===== src/design/acc_pkg.sv =====
/*
 * Shared types, widths and the register map of the dot-product accelerator.
 * Memory is word addressed with 32-bit words, vector elements sit in the low half.
 * Register offsets are decoded from the low address bits only.
 */

package acc_pkg;

  localparam int unsigned DataWidth   = 32;
  localparam int unsigned AddrWidth   = 32;
  localparam int unsigned LenWidth    = 16;
  localparam int unsigned ElemWidth   = 16;  // Signed vector element
  localparam int unsigned StrbWidth   = DataWidth / 8;
  localparam int unsigned RegOffWidth = 5;

  // AXI4-Lite response codes
  localparam logic [1:0] RespOkay   = 2'b00;
  localparam logic [1:0] RespSlvErr = 2'b10;

  // Register map
  localparam logic [RegOffWidth-1:0] RegCtrl    = 5'h00;  // Bit 0 start, write only
  localparam logic [RegOffWidth-1:0] RegStatus  = 5'h04;  // Bit 0 busy, bit 1 done (W1C)
  localparam logic [RegOffWidth-1:0] RegAAddr   = 5'h08;
  localparam logic [RegOffWidth-1:0] RegBAddr   = 5'h0C;
  localparam logic [RegOffWidth-1:0] RegDstAddr = 5'h10;
  localparam logic [RegOffWidth-1:0] RegLen     = 5'h14;
  localparam logic [RegOffWidth-1:0] RegResult  = 5'h18;  // Read only

  // Master-driven AXI4-Lite fields
  typedef struct packed {
    logic [AddrWidth-1:0] aw_addr;
    logic                 aw_valid;
    logic [DataWidth-1:0] w_data;
    logic [StrbWidth-1:0] w_strb;
    logic                 w_valid;
    logic                 b_ready;
    logic [AddrWidth-1:0] ar_addr;
    logic                 ar_valid;
    logic                 r_ready;
  } axil_req_t;

  typedef struct packed {
    logic                 aw_ready;
    logic                 w_ready;
    logic [1:0]           b_resp;
    logic                 b_valid;
    logic                 ar_ready;
    logic [DataWidth-1:0] r_data;
    logic [1:0]           r_resp;
    logic                 r_valid;
  } axil_rsp_t;

  // Cluster memory request/grant port
  typedef struct packed {
    logic                 req;
    logic                 we;
    logic [AddrWidth-1:0] addr;
    logic [DataWidth-1:0] wdata;
  } mem_req_t;

  typedef struct packed {
    logic                 gnt;
    logic                 rvalid;  // One cycle after the read grant
    logic [DataWidth-1:0] rdata;
  } mem_rsp_t;

  typedef struct packed {
    logic [AddrWidth-1:0] a_addr;
    logic [AddrWidth-1:0] b_addr;
    logic [AddrWidth-1:0] dst_addr;
    logic [LenWidth-1:0]  len;
  } acc_cfg_t;

  typedef struct packed {
    logic signed [ElemWidth-1:0] a;
    logic signed [ElemWidth-1:0] b;
    logic                        last;  // Final pair of the job
  } mac_op_t;

endpackage


===== src/design/acc_regfile.sv =====
/*
 * AXI4-Lite slave with the accelerator registers. One write and one read in flight.
 * Only the low address bits are decoded, so the map aliases across the address space.
 * Config writes and starts are dropped while the job runs; the response is still OKAY.
 */

`timescale 1ns/10ps

module acc_regfile (
  input  logic                          clk_i,
  input  logic                          rst_ni,
  input  logic                          en_i,
  input  acc_pkg::axil_req_t            axil_req_i,
  output acc_pkg::axil_rsp_t            axil_rsp_o,
  input  logic                          busy_i,
  input  logic                          done_i,
  input  logic [acc_pkg::DataWidth-1:0] sum_i,
  output logic                          start_o,
  output acc_pkg::acc_cfg_t             cfg_o,
  output logic                          irq_o
);
  import acc_pkg::*;

  logic [RegOffWidth-1:0] wr_off;
  logic [RegOffWidth-1:0] rd_off;
  logic                   wr_accept;
  logic                   rd_accept;
  logic                   b_hs;
  logic                   wr_mapped;
  logic                   rd_mapped;
  logic                   done_clr;
  logic                   b_valid_q;
  logic                   r_valid_q;
  logic [1:0]             b_resp_q;
  logic [1:0]             r_resp_q;
  logic [DataWidth-1:0]   r_data_q;
  logic [DataWidth-1:0]   rd_data;
  logic                   start_pend_q;
  logic                   done_q;
  logic [DataWidth-1:0]   result_q;
  acc_cfg_t               cfg_q;

  // Byte-wise update under the write strobes
  function automatic logic [DataWidth-1:0] merge_strb(input logic [DataWidth-1:0] old_v,
                                                      input logic [DataWidth-1:0] new_v,
                                                      input logic [StrbWidth-1:0] strb);
    logic [DataWidth-1:0] res;
    res = old_v;
    for (int i = 0; i < StrbWidth; i++) begin
      if (strb[i]) res[8*i +: 8] = new_v[8*i +: 8];
    end
    return res;
  endfunction

  function automatic logic is_mapped(input logic [RegOffWidth-1:0] off);
    logic hit;
    case (off)
      RegCtrl, RegStatus, RegAAddr, RegBAddr, RegDstAddr, RegLen, RegResult: hit = 1'b1;
      default: hit = 1'b0;
    endcase
    return hit;
  endfunction

  assign wr_off    = axil_req_i.aw_addr[RegOffWidth-1:0];
  assign rd_off    = axil_req_i.ar_addr[RegOffWidth-1:0];
  assign wr_mapped = is_mapped(wr_off);
  assign rd_mapped = is_mapped(rd_off);

  // AW and W taken together, never with a B still pending
  assign wr_accept = en_i & axil_req_i.aw_valid & axil_req_i.w_valid & ~b_valid_q;
  assign rd_accept = en_i & axil_req_i.ar_valid & ~r_valid_q;
  assign b_hs      = en_i & b_valid_q & axil_req_i.b_ready;
  assign done_clr  = wr_accept & (wr_off == RegStatus) & axil_req_i.w_strb[0]
                   & axil_req_i.w_data[1];

  // Start fires with the B handshake of the start write
  assign start_o = b_hs & start_pend_q;

  always_comb begin
    axil_rsp_o          = '0;
    axil_rsp_o.aw_ready = wr_accept;
    axil_rsp_o.w_ready  = wr_accept;
    axil_rsp_o.b_valid  = b_valid_q;
    axil_rsp_o.b_resp   = b_resp_q;
    axil_rsp_o.ar_ready = en_i & ~r_valid_q;
    axil_rsp_o.r_valid  = r_valid_q;
    axil_rsp_o.r_data   = r_data_q;
    axil_rsp_o.r_resp   = r_resp_q;
  end

  always_comb begin
    case (rd_off)
      RegStatus:  rd_data = {{(DataWidth-2){1'b0}}, done_q, busy_i};
      RegAAddr:   rd_data = cfg_q.a_addr;
      RegBAddr:   rd_data = cfg_q.b_addr;
      RegDstAddr: rd_data = cfg_q.dst_addr;
      RegLen:     rd_data = {{(DataWidth-LenWidth){1'b0}}, cfg_q.len};
      RegResult:  rd_data = result_q;
      default:    rd_data = '0;  // Ctrl and unmapped
    endcase
  end

  always_ff @(posedge clk_i or negedge rst_ni) begin
    if (!rst_ni) begin
      b_valid_q    <= 1'b0;
      r_valid_q    <= 1'b0;
      b_resp_q     <= RespOkay;
      r_resp_q     <= RespOkay;
      start_pend_q <= 1'b0;
      done_q       <= 1'b0;
      result_q     <= '0;
      cfg_q        <= '0;
    end else if (en_i) begin
      if (wr_accept) begin
        b_valid_q <= 1'b1;
        b_resp_q  <= wr_mapped ? RespOkay : RespSlvErr;
      end else if (b_hs) begin
        b_valid_q <= 1'b0;
      end

      if (rd_accept) begin
        r_valid_q <= 1'b1;
        r_resp_q  <= rd_mapped ? RespOkay : RespSlvErr;
      end else if (r_valid_q && axil_req_i.r_ready) begin
        r_valid_q <= 1'b0;
      end

      if (b_hs) start_pend_q <= 1'b0;

      if (wr_accept && !busy_i) begin
        case (wr_off)
          RegCtrl: begin
            if (axil_req_i.w_strb[0] && axil_req_i.w_data[0]) start_pend_q <= 1'b1;
          end
          RegAAddr:   cfg_q.a_addr   <= merge_strb(cfg_q.a_addr, axil_req_i.w_data,
                                                   axil_req_i.w_strb);
          RegBAddr:   cfg_q.b_addr   <= merge_strb(cfg_q.b_addr, axil_req_i.w_data,
                                                   axil_req_i.w_strb);
          RegDstAddr: cfg_q.dst_addr <= merge_strb(cfg_q.dst_addr, axil_req_i.w_data,
                                                   axil_req_i.w_strb);
          RegLen: begin
            cfg_q.len <= LenWidth'(merge_strb({{(DataWidth-LenWidth){1'b0}}, cfg_q.len},
                                              axil_req_i.w_data, axil_req_i.w_strb));
          end
          default: ;
        endcase
      end

      // A finishing job wins over a same-cycle clear
      if (done_i) begin
        done_q   <= 1'b1;
        result_q <= sum_i;
      end else if (done_clr) begin
        done_q <= 1'b0;
      end
    end
  end

  always_ff @(posedge clk_i) begin
    if (rd_accept) r_data_q <= rd_data;
  end

  assign cfg_o = cfg_q;
  assign irq_o = done_q;

  a_b_after_write: assert property (@(posedge clk_i) disable iff (!rst_ni)
    $rose(b_valid_q) |-> $past(wr_accept))
    else $error("B valid without an accepted write");

  a_no_start_busy: assert property (@(posedge clk_i) disable iff (!rst_ni)
    start_o |-> !busy_i)
    else $error("start issued while the job is running");

endmodule


===== src/design/acc_streamer.sv =====
/*
 * Memory master of the dot product. One read outstanding, A[i] then B[i] per element.
 * A read response landing while frozen is kept and consumed once enabled again.
 * Length zero skips the reads and writes a zero sum.
 */

`timescale 1ns/10ps

module acc_streamer (
  input  logic                          clk_i,
  input  logic                          rst_ni,
  input  logic                          en_i,
  input  logic                          start_i,
  input  acc_pkg::acc_cfg_t             cfg_i,
  output acc_pkg::mem_req_t             mem_req_o,
  input  acc_pkg::mem_rsp_t             mem_rsp_i,
  output logic                          op_valid_o,
  output acc_pkg::mac_op_t              op_o,
  input  logic                          acc_valid_i,
  input  logic [acc_pkg::DataWidth-1:0] acc_i,
  output logic                          busy_o,
  output logic                          done_o,
  output logic [acc_pkg::DataWidth-1:0] sum_o
);
  import acc_pkg::*;

  typedef enum logic [2:0] {
    StIdle,
    StReadA,
    StReadB,
    StWaitSum,
    StWrite
  } state_e;

  state_e               state_q;
  logic [LenWidth-1:0]  idx_q;
  logic                 rd_wait_q;    // Read granted, data not yet back
  logic                 rsp_valid_q;  // Read data held for the FSM
  logic [ElemWidth-1:0] rsp_data_q;
  logic [ElemWidth-1:0] a_q;
  logic [DataWidth-1:0] sum_q;
  logic [AddrWidth-1:0] elem_off;
  logic                 rd_issue;
  logic                 is_last;

  assign elem_off = {{(AddrWidth-LenWidth-2){1'b0}}, idx_q, 2'b00};
  assign rd_issue = (state_q == StReadA || state_q == StReadB) & ~rd_wait_q & ~rsp_valid_q;
  assign is_last  = (idx_q == LenWidth'(cfg_i.len - 1'b1));

  always_comb begin
    mem_req_o.req   = en_i & (rd_issue | (state_q == StWrite));  // Withdrawn while frozen
    mem_req_o.we    = (state_q == StWrite);
    mem_req_o.wdata = sum_q;
    case (state_q)
      StWrite: mem_req_o.addr = cfg_i.dst_addr;
      StReadB: mem_req_o.addr = cfg_i.b_addr + elem_off;
      default: mem_req_o.addr = cfg_i.a_addr + elem_off;
    endcase
  end

  // Pair goes out as soon as B is in hand
  assign op_valid_o = en_i & (state_q == StReadB) & rsp_valid_q;
  assign op_o.a     = a_q;
  assign op_o.b     = rsp_data_q;
  assign op_o.last  = is_last;

  assign done_o = en_i & (state_q == StWrite) & mem_rsp_i.gnt;
  assign busy_o = (state_q != StIdle);
  assign sum_o  = sum_q;

  always_ff @(posedge clk_i or negedge rst_ni) begin
    if (!rst_ni) begin
      state_q     <= StIdle;
      idx_q       <= '0;
      rd_wait_q   <= 1'b0;
      rsp_valid_q <= 1'b0;
      sum_q       <= '0;
    end else begin
      // The memory returns data one cycle after grant, enabled or not
      if (rd_wait_q && mem_rsp_i.rvalid) begin
        rd_wait_q   <= 1'b0;
        rsp_valid_q <= 1'b1;
      end
      if (en_i) begin
        case (state_q)
          StIdle: begin
            if (start_i) begin
              idx_q   <= '0;
              sum_q   <= '0;
              state_q <= (cfg_i.len == '0) ? StWrite : StReadA;
            end
          end
          StReadA, StReadB: begin
            if (rd_issue && mem_rsp_i.gnt) rd_wait_q <= 1'b1;
            if (rsp_valid_q) begin
              rsp_valid_q <= 1'b0;
              if (state_q == StReadA) begin
                state_q <= StReadB;
              end else begin
                idx_q   <= idx_q + 1'b1;
                state_q <= is_last ? StWaitSum : StReadA;
              end
            end
          end
          StWaitSum: begin
            if (acc_valid_i) begin
              sum_q   <= acc_i;
              state_q <= StWrite;
            end
          end
          StWrite: begin
            if (mem_rsp_i.gnt) state_q <= StIdle;
          end
          default: state_q <= StIdle;
        endcase
      end
    end
  end

  always_ff @(posedge clk_i) begin
    if (rd_wait_q && mem_rsp_i.rvalid) rsp_data_q <= mem_rsp_i.rdata[ElemWidth-1:0];
    if (en_i && state_q == StReadA && rsp_valid_q) a_q <= rsp_data_q;
  end

  // An ungranted request returns unchanged on the next enabled cycle
  a_req_stable: assert property (@(posedge clk_i) disable iff (!rst_ni)
    (mem_req_o.req && !mem_rsp_i.gnt) ##1 en_i |-> mem_req_o.req && $stable(mem_req_o))
    else $error("memory request changed before its grant");

endmodule


===== src/design/acc_mac_engine.sv =====
/*
 * Pipelined signed 16x16 multiply-accumulate, MacStages from 1 to 4.
 * The sum wraps modulo 2^32. Always accepts, at most one op per cycle.
 */

`timescale 1ns/10ps

module acc_mac_engine #(
  parameter int unsigned MacStages = 2
) (
  input  logic                          clk_i,
  input  logic                          rst_ni,
  input  logic                          en_i,
  input  logic                          clear_i,
  input  logic                          op_valid_i,
  input  acc_pkg::mac_op_t              op_i,
  output logic                          acc_valid_o,
  output logic [acc_pkg::DataWidth-1:0] acc_o
);
  import acc_pkg::*;

  logic [MacStages-1:0]        vld_q;
  logic [MacStages-1:0]        last_q;
  logic signed [DataWidth-1:0] prod_q [MacStages];
  logic signed [DataWidth-1:0] prod_d;
  logic [DataWidth-1:0]        acc_q;
  logic [DataWidth-1:0]        acc_sum;

  assign prod_d = $signed(op_i.a) * $signed(op_i.b);

  always_ff @(posedge clk_i or negedge rst_ni) begin
    if (!rst_ni) begin
      vld_q  <= '0;
      last_q <= '0;
    end else if (en_i) begin
      vld_q[0]  <= op_valid_i;
      last_q[0] <= op_valid_i & op_i.last;
      for (int unsigned i = 1; i < MacStages; i++) begin
        vld_q[i]  <= vld_q[i-1];
        last_q[i] <= last_q[i-1];
      end
    end
  end

  // Product shift chain
  always_ff @(posedge clk_i) begin
    if (en_i) begin
      prod_q[0] <= prod_d;
      for (int unsigned i = 1; i < MacStages; i++) begin
        prod_q[i] <= prod_q[i-1];
      end
    end
  end

  assign acc_sum = acc_q + DataWidth'(prod_q[MacStages-1]);

  always_ff @(posedge clk_i or negedge rst_ni) begin
    if (!rst_ni) begin
      acc_q <= '0;
    end else if (en_i) begin
      if (clear_i) begin
        acc_q <= '0;  // New job
      end else if (vld_q[MacStages-1]) begin
        acc_q <= acc_sum;
      end
    end
  end

  // Full sum shown in the cycle the last product is added
  assign acc_valid_o = en_i & vld_q[MacStages-1] & last_q[MacStages-1];
  assign acc_o       = acc_sum;

endmodule


===== src/design/acc_complex.sv =====
/*
 * Dot-product accelerator complex with AXI4-Lite registers, memory streamer and MAC engine.
 * enable_i is registered once and freezes all accelerator state while low.
 */

`timescale 1ns/10ps

module acc_complex #(
  parameter int unsigned MacStages = 2  // 1 to 4
) (
  input  logic               clk_i,
  input  logic               rst_ni,
  input  logic               enable_i,
  input  acc_pkg::axil_req_t axil_req_i,
  output acc_pkg::axil_rsp_t axil_rsp_o,
  output acc_pkg::mem_req_t  mem_req_o,
  input  acc_pkg::mem_rsp_t  mem_rsp_i,
  output logic               irq_o,
  output logic               busy_o
);
  import acc_pkg::*;

  logic                 en_q;  // Shared enable for all children
  logic                 start;
  logic                 busy;
  logic                 done;
  logic [DataWidth-1:0] sum;
  logic                 op_valid;
  logic                 acc_valid;
  logic [DataWidth-1:0] acc;
  acc_cfg_t             cfg;
  mac_op_t              op;

  always_ff @(posedge clk_i or negedge rst_ni) begin
    if (!rst_ni) en_q <= 1'b0;
    else         en_q <= enable_i;
  end

  acc_regfile u_regfile (
    .clk_i      ( clk_i      ),
    .rst_ni     ( rst_ni     ),
    .en_i       ( en_q       ),
    .axil_req_i ( axil_req_i ),
    .axil_rsp_o ( axil_rsp_o ),
    .busy_i     ( busy       ),
    .done_i     ( done       ),
    .sum_i      ( sum        ),
    .start_o    ( start      ),
    .cfg_o      ( cfg        ),
    .irq_o      ( irq_o      )
  );

  acc_streamer u_streamer (
    .clk_i       ( clk_i     ),
    .rst_ni      ( rst_ni    ),
    .en_i        ( en_q      ),
    .start_i     ( start     ),
    .cfg_i       ( cfg       ),
    .mem_req_o   ( mem_req_o ),
    .mem_rsp_i   ( mem_rsp_i ),
    .op_valid_o  ( op_valid  ),
    .op_o        ( op        ),
    .acc_valid_i ( acc_valid ),
    .acc_i       ( acc       ),
    .busy_o      ( busy      ),
    .done_o      ( done      ),
    .sum_o       ( sum       )
  );

  // Start pulse doubles as accumulator clear
  acc_mac_engine #(
    .MacStages ( MacStages )
  ) u_mac_engine (
    .clk_i       ( clk_i     ),
    .rst_ni      ( rst_ni    ),
    .en_i        ( en_q      ),
    .clear_i     ( start     ),
    .op_valid_i  ( op_valid  ),
    .op_i        ( op        ),
    .acc_valid_o ( acc_valid ),
    .acc_o       ( acc       )
  );

  assign busy_o = busy;

endmodule


===== config.mk =====
export PLATFORM = sky130hd
export DESIGN_NAME = acc_complex
export DESIGN_NICKNAME = d
export VERILOG_FILES = /design/src/design/acc_pkg.sv /design/src/design/acc_regfile.sv /design/src/design/acc_streamer.sv /design/src/design/acc_mac_engine.sv /design/src/design/acc_complex.sv
export SDC_FILE = /design/constraint.sdc
export NUM_CORES = 1
export LEC_CHECK = 0
export BUFFER_PORTS_ARGS = -buffer_cell sky130_fd_sc_hd__buf_2
export CAP_MARGIN = 20
export CORE_ASPECT_RATIO = 0.75
export CORE_UTILIZATION = 32
export CTS_CLUSTER_SIZE = 24
export DETAILED_ROUTE_END_ITERATION = 7
export GPL_TIMING_DRIVEN = 0
export MAX_ROUTING_LAYER = met4
export PLACE_DENSITY = 0.53
export SETUP_SLACK_MARGIN = 0.15
export SYNTH_ARGS = -nofsm -noshare
export SYNTH_HDL_FRONTEND = slang
export SYNTH_SLANG_ARGS = --single-unit

===== constraint.sdc =====
create_clock -name clk_i -period 8.55 [get_ports clk_i]
set_clock_uncertainty 0.15 [all_clocks]
set_input_delay 1.2825 -clock clk_i [delete_from_list [all_inputs] [get_ports clk_i]]
set_output_delay 1.2825 -clock clk_i [all_outputs]
set_load 0.02 [all_outputs]

Word-level counts from Yosys, hierarchy flattened:

Memory sizes are Yosys's and may differ from the RTL's.
Cells that the tools add are included.

* memories kept: 1
* input bits: 142
* register bits: 306
* memory bits (writable): 64

* muxes and demuxes: 43
* multiply operators: 1
* reduce and logical (&&, ||, !) cells: 47
* add/subtract/negate cells: 5
* equality and inequality tests: 22
* bitwise logic cells: 27

Memories
* u_mac_engine.prod_q: words 2, width 32, rd ports 2, clocked after Yosys merged registers in 0, write ports 2, line acc_mac_engine.sv:24 `logic signed [DataWidth-1:0] prod_q [MacStages];`

Operators with widths (count)
* $pmux W32 S6: 1
* $mux W32: 4
* $pmux W32 S2: 2
* $add A32 B18 Y32: 2
* $reduce_and A4 Y1: 15
* $mux W16: 3
* $add A32 B32 Y32: 1
* $mul A16 B16 Y32: 1
* $pmux W16 S2: 1
* $eq A5 B5 Y1 const B: 6
* $and A1 B1 Y1: 22
* $mux W1: 22
* $eq A5 B4 Y1 const B: 4
* $mux W3: 6
* $add A16 B1 Y16 const B: 1
* $eq A16 B16 Y1: 1
* $logic_not A16 Y1: 1
* $sub A16 B1 Y16 const B: 1
* $reduce_and A2 Y1: 7
* $reduce_or A7 Y1: 2
* $pmux W3 S4: 1
* $reduce_bool A2 Y1: 6
* $eq A5 B3 Y1 const B: 2
* $logic_not A5 Y1: 2
* other kinds (15): 31

Logic depth before layout (Yosys ltp):

* word-level depth: 8
* depth in mapped cells: 23
* depth with buffers taken out: 22

By module:

From an unflattened synthesis, not the netlist that was laid out.

* cells, all modules: 2788
* area total of the unflattened synthesis: 28793.9 sq um

Modules (own cells, without submodules)
* acc_mac_engine: area each 14749.1 sq um, cells an instance 1497, times used 1, seq. area each 2822.7 sq um
* acc_regfile: area each 7996.4 sq um, cells an instance 556, times used 1, seq. area each 4714.5 sq um
* acc_streamer: area each 6023.3 sq um, cells an instance 734, times used 1, seq. area each 2287.2 sq um
* acc_complex: area each 25.0 sq um, cells an instance 1, times used 1, seq. area each 25.0 sq um

Worst setup path before layout:

Ideal clock, no wire load.

* path kind: register -> register
* from: register u_streamer.a_q[15]
* to: memory u_mac_engine.prod_q[0][30] (data pin)
* setup slack: 2.061 ns
* required time: 8.142 ns
* library setup time: 0.258 ns
* buffers on the path: 1
* stages on the path, launching flop included: 21
* arrival: 6.082 ns
* period minus slack after synthesis: 6.489 ns
* path through: edfxtp_1 -> clkbuf_1 -> nand2_1 -> inv_1 -> fa_1 -> fa_1 -> fa_1 -> fa_1 -> fa_1 -> inv_1 -> fa_1 -> inv_1 -> ha_1 -> a21o_1 -> a311oi_1 -> o21bai_1 -> a21o_1 -> a311o_1 -> a31o_2 -> a21oi_1 -> xnor2_1

RTL lines
* from (decl): line acc_streamer.sv:40 `logic [ElemWidth-1:0] a_q;`
* from (signal assigned): line acc_streamer.sv:122 `if (en_i && state_q == StReadA && rsp_valid_q) a_q <= rsp_data_q;`
* to (decl): line acc_mac_engine.sv:24

==> out/metrics.yaml <==
status:
  outcome: "finished, violations left"
  violations: "design-rule violations"
setup_path:
  crit_family: "buffers and inverters"
  r2r_start: "u_streamer.rsp_data_q[2]$_DFFE_PP_"
  ff2ff_setup_slack_ns: 1.09
  rr_endpoint: "u_mac_engine.prod_q[0][30]$_DFFE_PP_"
  reg2regPathDepth: 20
  crit_path_top_delay_cell: "clkdlybuf4s15_1"
  crit_chain: "clkbuf_1, nor2_1, and2_1, buf_2, buf_2, clkdlybuf4s15_1, clkbuf_2, nand2_1, nand2_1, ha_1, and3_1, a311oi_1, a21oi_1, o31ai_1, nor3_1, xor2_1, a21oi_1, buf_2"
  cp.arrival_ns: 6.58
  crit_type: "flop to output port"
  worstPathMaxFanout: 10
  worstSetupEndpoint: "mem_req_o[63]"
  cp.depth: 18
  cp_slowest_stage_delay_ns: 0.80
  crit_path_start: "u_streamer.state_q[0]$_DFFE_PN0P_"
  start_kind: "flop"
  endpoint_kind: "output port"
  path_buf_inv: 6
  cpMostUsedCell: "buf_2"
  critPathRequiredTime_ns: 7.12
global_route:
  grt_remaining_overflow: 0
  antenna_found_initial: 1
  track_usage_pct: 19.8
  grt_pass1_wl_um: 128000
  grt_pass1_vias: 19968
  grt_max_degree: 88
die:
  die_h_um: 257
  initial_core_util_pct: 32.3
  die_x_um: 342
  die_area_um2: 87800
  core-area_um2: 85900
  io_pins: 251
  rows: 93
pwr:
  seq_power_share_pct: 41.1
  p_clk_share_pct: 41.4
  power_switching_mw: 1.39
  ir_worst_vdd_mv: 0.227
  p_sw_share_pct: 29.6
  leakagePower_nw: 14.8
  p_comb_share_pct: 17.5
  p_int_mw: 3.32
  p_per_area_nw_per_um2: 149
sta:
  rsz0062_at_grt: "false"
  layout_setup_ws_ns: 0.538
  period_needed_ns: 8.01
  max_slew_margin_pct: 26.8
  fmax_mhz: 125
  finalMaxSlewViolations: 0
  fin_setup_tns_ns: 0
  hold_viol: 0
  period_share_pct: 93.7
  setup_viol: 0
  worst_slew_pin_slew_ns: 1.10
detailed_routing:
  wirelength_um: 84500
  vias_per_cell: 4.98
  drtAntennaViolNets: 0
  num_vias: 20111
  drtPass1Iterations: 7
  drc: 56
  wire_per_inst_um: 20.9
  drt_iter0_drc: 1407
placement:
  gp_congestion: 0.944
  port_buffers: 176
  dp_hpwl_um: 67000
  place_ws_ns: 0.816
clock_network:
  worstSkewPairLatency_ns: 0.59
  cts_made_buffers: 41
  cts.sinks: 368
  cts_setup_buffers: 0
  clockRootBuffer: "clkbuf_16"
  clk_pin_slew_ns: 0.06
  cts-resized-gates: 0
  cts_hold_buffers: 0
  cts_tree: "yes"
  htreeDepth: 2
  cts_buffer_depth: 3
final_layout:
  drive_above_1_share_pct: 15.3
  multiInputGateArea_um2: 16300
  area_delta_synth_final_pct: 14.3
  nFillCells: 8684
  seq_area_um2: 9850
  finalNetCount: 3404
yosys:
  ys_ff_latch: 368
  syn_area_um2: 27700
  synth-edff-count: 128
  synth_async_sr_flop_share_pct: 65.2
  synthCells: 2638
  synth_area_leaders: "dfrtp_1, fa_1, edfxtp_1, mux2_2, ha_1"
  yosys_warnings: 0
  ys_seq_area_share_pct: 35.5
  synth_ff_type: "dfrtp_1"
  yosysUniqueCellTypes: 80
  avgSynthCellArea_um2: 10.5
  synth_top_cell_by_area: "dfrtp_1"
  synth_top_area_share_pct: 21.7
min_path:
  hold_path_class: "flop to flop"
run:
  cap_violations: 0
## synthesized netlist by cell type, drive strengths merged, types with 18 or more instances
| master | n |
|---|---|
| a22oi | 33 |
| nor2 | 120 |
| nor3 | 31 |
| buf | 25 |
| clkbuf | 84 |
| a21o | 33 |
| dfrtp | 240 |
| xnor2 | 70 |
| edfxtp | 128 |
| ha | 132 |
| and2 | 131 |
| inv | 310 |
| a221o | 19 |
| a21oi | 116 |
| xor2 | 50 |
| mux2 | 147 |
| nand3 | 57 |
| nand2 | 314 |
| fa | 264 |
| o21ai | 64 |
| a22o | 43 |
| and3 | 18 |
## routing by layer
metal	routed length, µm	part of all wire [%]	track usage [%]
met3	4700	5.6	2.89
met1	42700	51	29.9
met5	0	0	-
met2	35400	42	27.5
met4	1740	2.1	4.38
## power by group through the flow
stage | registers, mW | clock network, mW | logic [mW]
after global routing | 1.94 | 2.07 | 0.893
after detailed placement | 1.97 | 0 | 0.819
final | 1.93 | 1.95 | 0.824
after floorplan | 1.97 | 0 | 0.488
after global placement | 1.98 | 0 | 0.800
after CTS | 1.93 | 2.00 | 0.822
## worst register-to-register path: cells and delay by family (launching register included)
| kind | cells | cell delay (ns) |
|---|---|---|
| adder cells (fa/ha/maj) | 7 | 3.93 |
| AO/OA/AOI/OAI | 7 | 1.54 |
| buffers and inverters | 4 | 0.67 |
| flip-flops | 1 | 0.59 |
| XOR/XNOR | 1 | 0.21 |
| AND/OR/NAND/NOR | 1 | 0.17 |
## placed cells by master, fill, tap and decap left out, drive strengths merged, types with 120 or more instances in the layout
cell	n
dfrtp	240
nor2	120
ha	132
edfxtp	128
fa	264
and2	131
nand2	314
buf	208
mux2	147
inv	316
clkbuf	133
## flip-flops by register name, indices dropped and copies added (netlist names), 2 cells and up
register               cells
u_regfile.r_data_q        32
u_mac_engine.prod_q       64
u_mac_engine.last_q        2
u_streamer.state_q         3
u_streamer.idx_q          16
u_streamer.sum_o          32
u_mac_engine.vld_q         2
u_streamer.a_q            16
u_mac_engine.acc_q        32
u_streamer.rsp_data_q     16
u_regfile.result_q        32
u_regfile.cfg_o          112
## through the flow
| step | instance area [µm²] | util, % | power (mW) | cells | hold WS, ns |
|---|---|---|---|---|---|
| finish | 31700 | 36.9 | 4.71 | 4040 | 0.249 |
| global route | 31700 | 36.9 | 4.90 | 4039 | 0.270 |
| CTS | 31700 | 36.9 | 4.76 | 4038 | 0.259 |
| detailed placement | 30200 | 35.2 | 2.79 | 3963 | 0.255 |
| global placement | 30000 | 35.0 | 2.78 | 3955 | 0.251 |
| floorplan | 27700 | - | 2.46 | 2639 | 0.250 |
## how the worst min path moves through the flow
stage                                          from                                    to  slack [ns]  cells past startpoint
6_report        u_mac_engine.prod_q[0][8]$_DFFE_PP_  u_mac_engine.prod_q[0][40]$_DFFE_PP_        0.25                      0
3_5_place_dp   u_mac_engine.prod_q[0][23]$_DFFE_PP_  u_mac_engine.prod_q[0][55]$_DFFE_PP_        0.25                      0
5_1_grt        u_mac_engine.prod_q[0][30]$_DFFE_PP_  u_mac_engine.prod_q[0][62]$_DFFE_PP_        0.27                      0
4_1_cts         u_mac_engine.prod_q[0][2]$_DFFE_PP_  u_mac_engine.prod_q[0][34]$_DFFE_PP_        0.26                      0
2_1_floorplan   u_mac_engine.prod_q[0][0]$_DFFE_PP_  u_mac_engine.prod_q[0][32]$_DFFE_PP_        0.25                      0
3_3_place_gp   u_mac_engine.prod_q[0][22]$_DFFE_PP_  u_mac_engine.prod_q[0][54]$_DFFE_PP_        0.25                      0
## kinds of logic after synthesis
kind of cell               share of synthesized area (%)
and+or+nand+nor                                     13.3
buffers and inverters                               5.91
AOI/OAI and AO/OA                                   9.86
adders and majority gates                           25.0
DFF                                                 35.5
muxes                                               6.58
xor gates and xnor gates                            3.79
other                                             0.0135
## area by class of cell
type / count / share of cell area [%]
clock buffer: 49 / 3.53
multi-input combinational: 1852 / 51.3
clock inverter: 26 / 1.10
antenna: 2 / 0.0158
buffer: 109 / 1.52
tap: 1140 / 4.50
sequential: 368 / 31.1
timing repair buffer: 184 / 3.25
inverter: 310 / 3.67
Power figures use the tool's default switching activity.
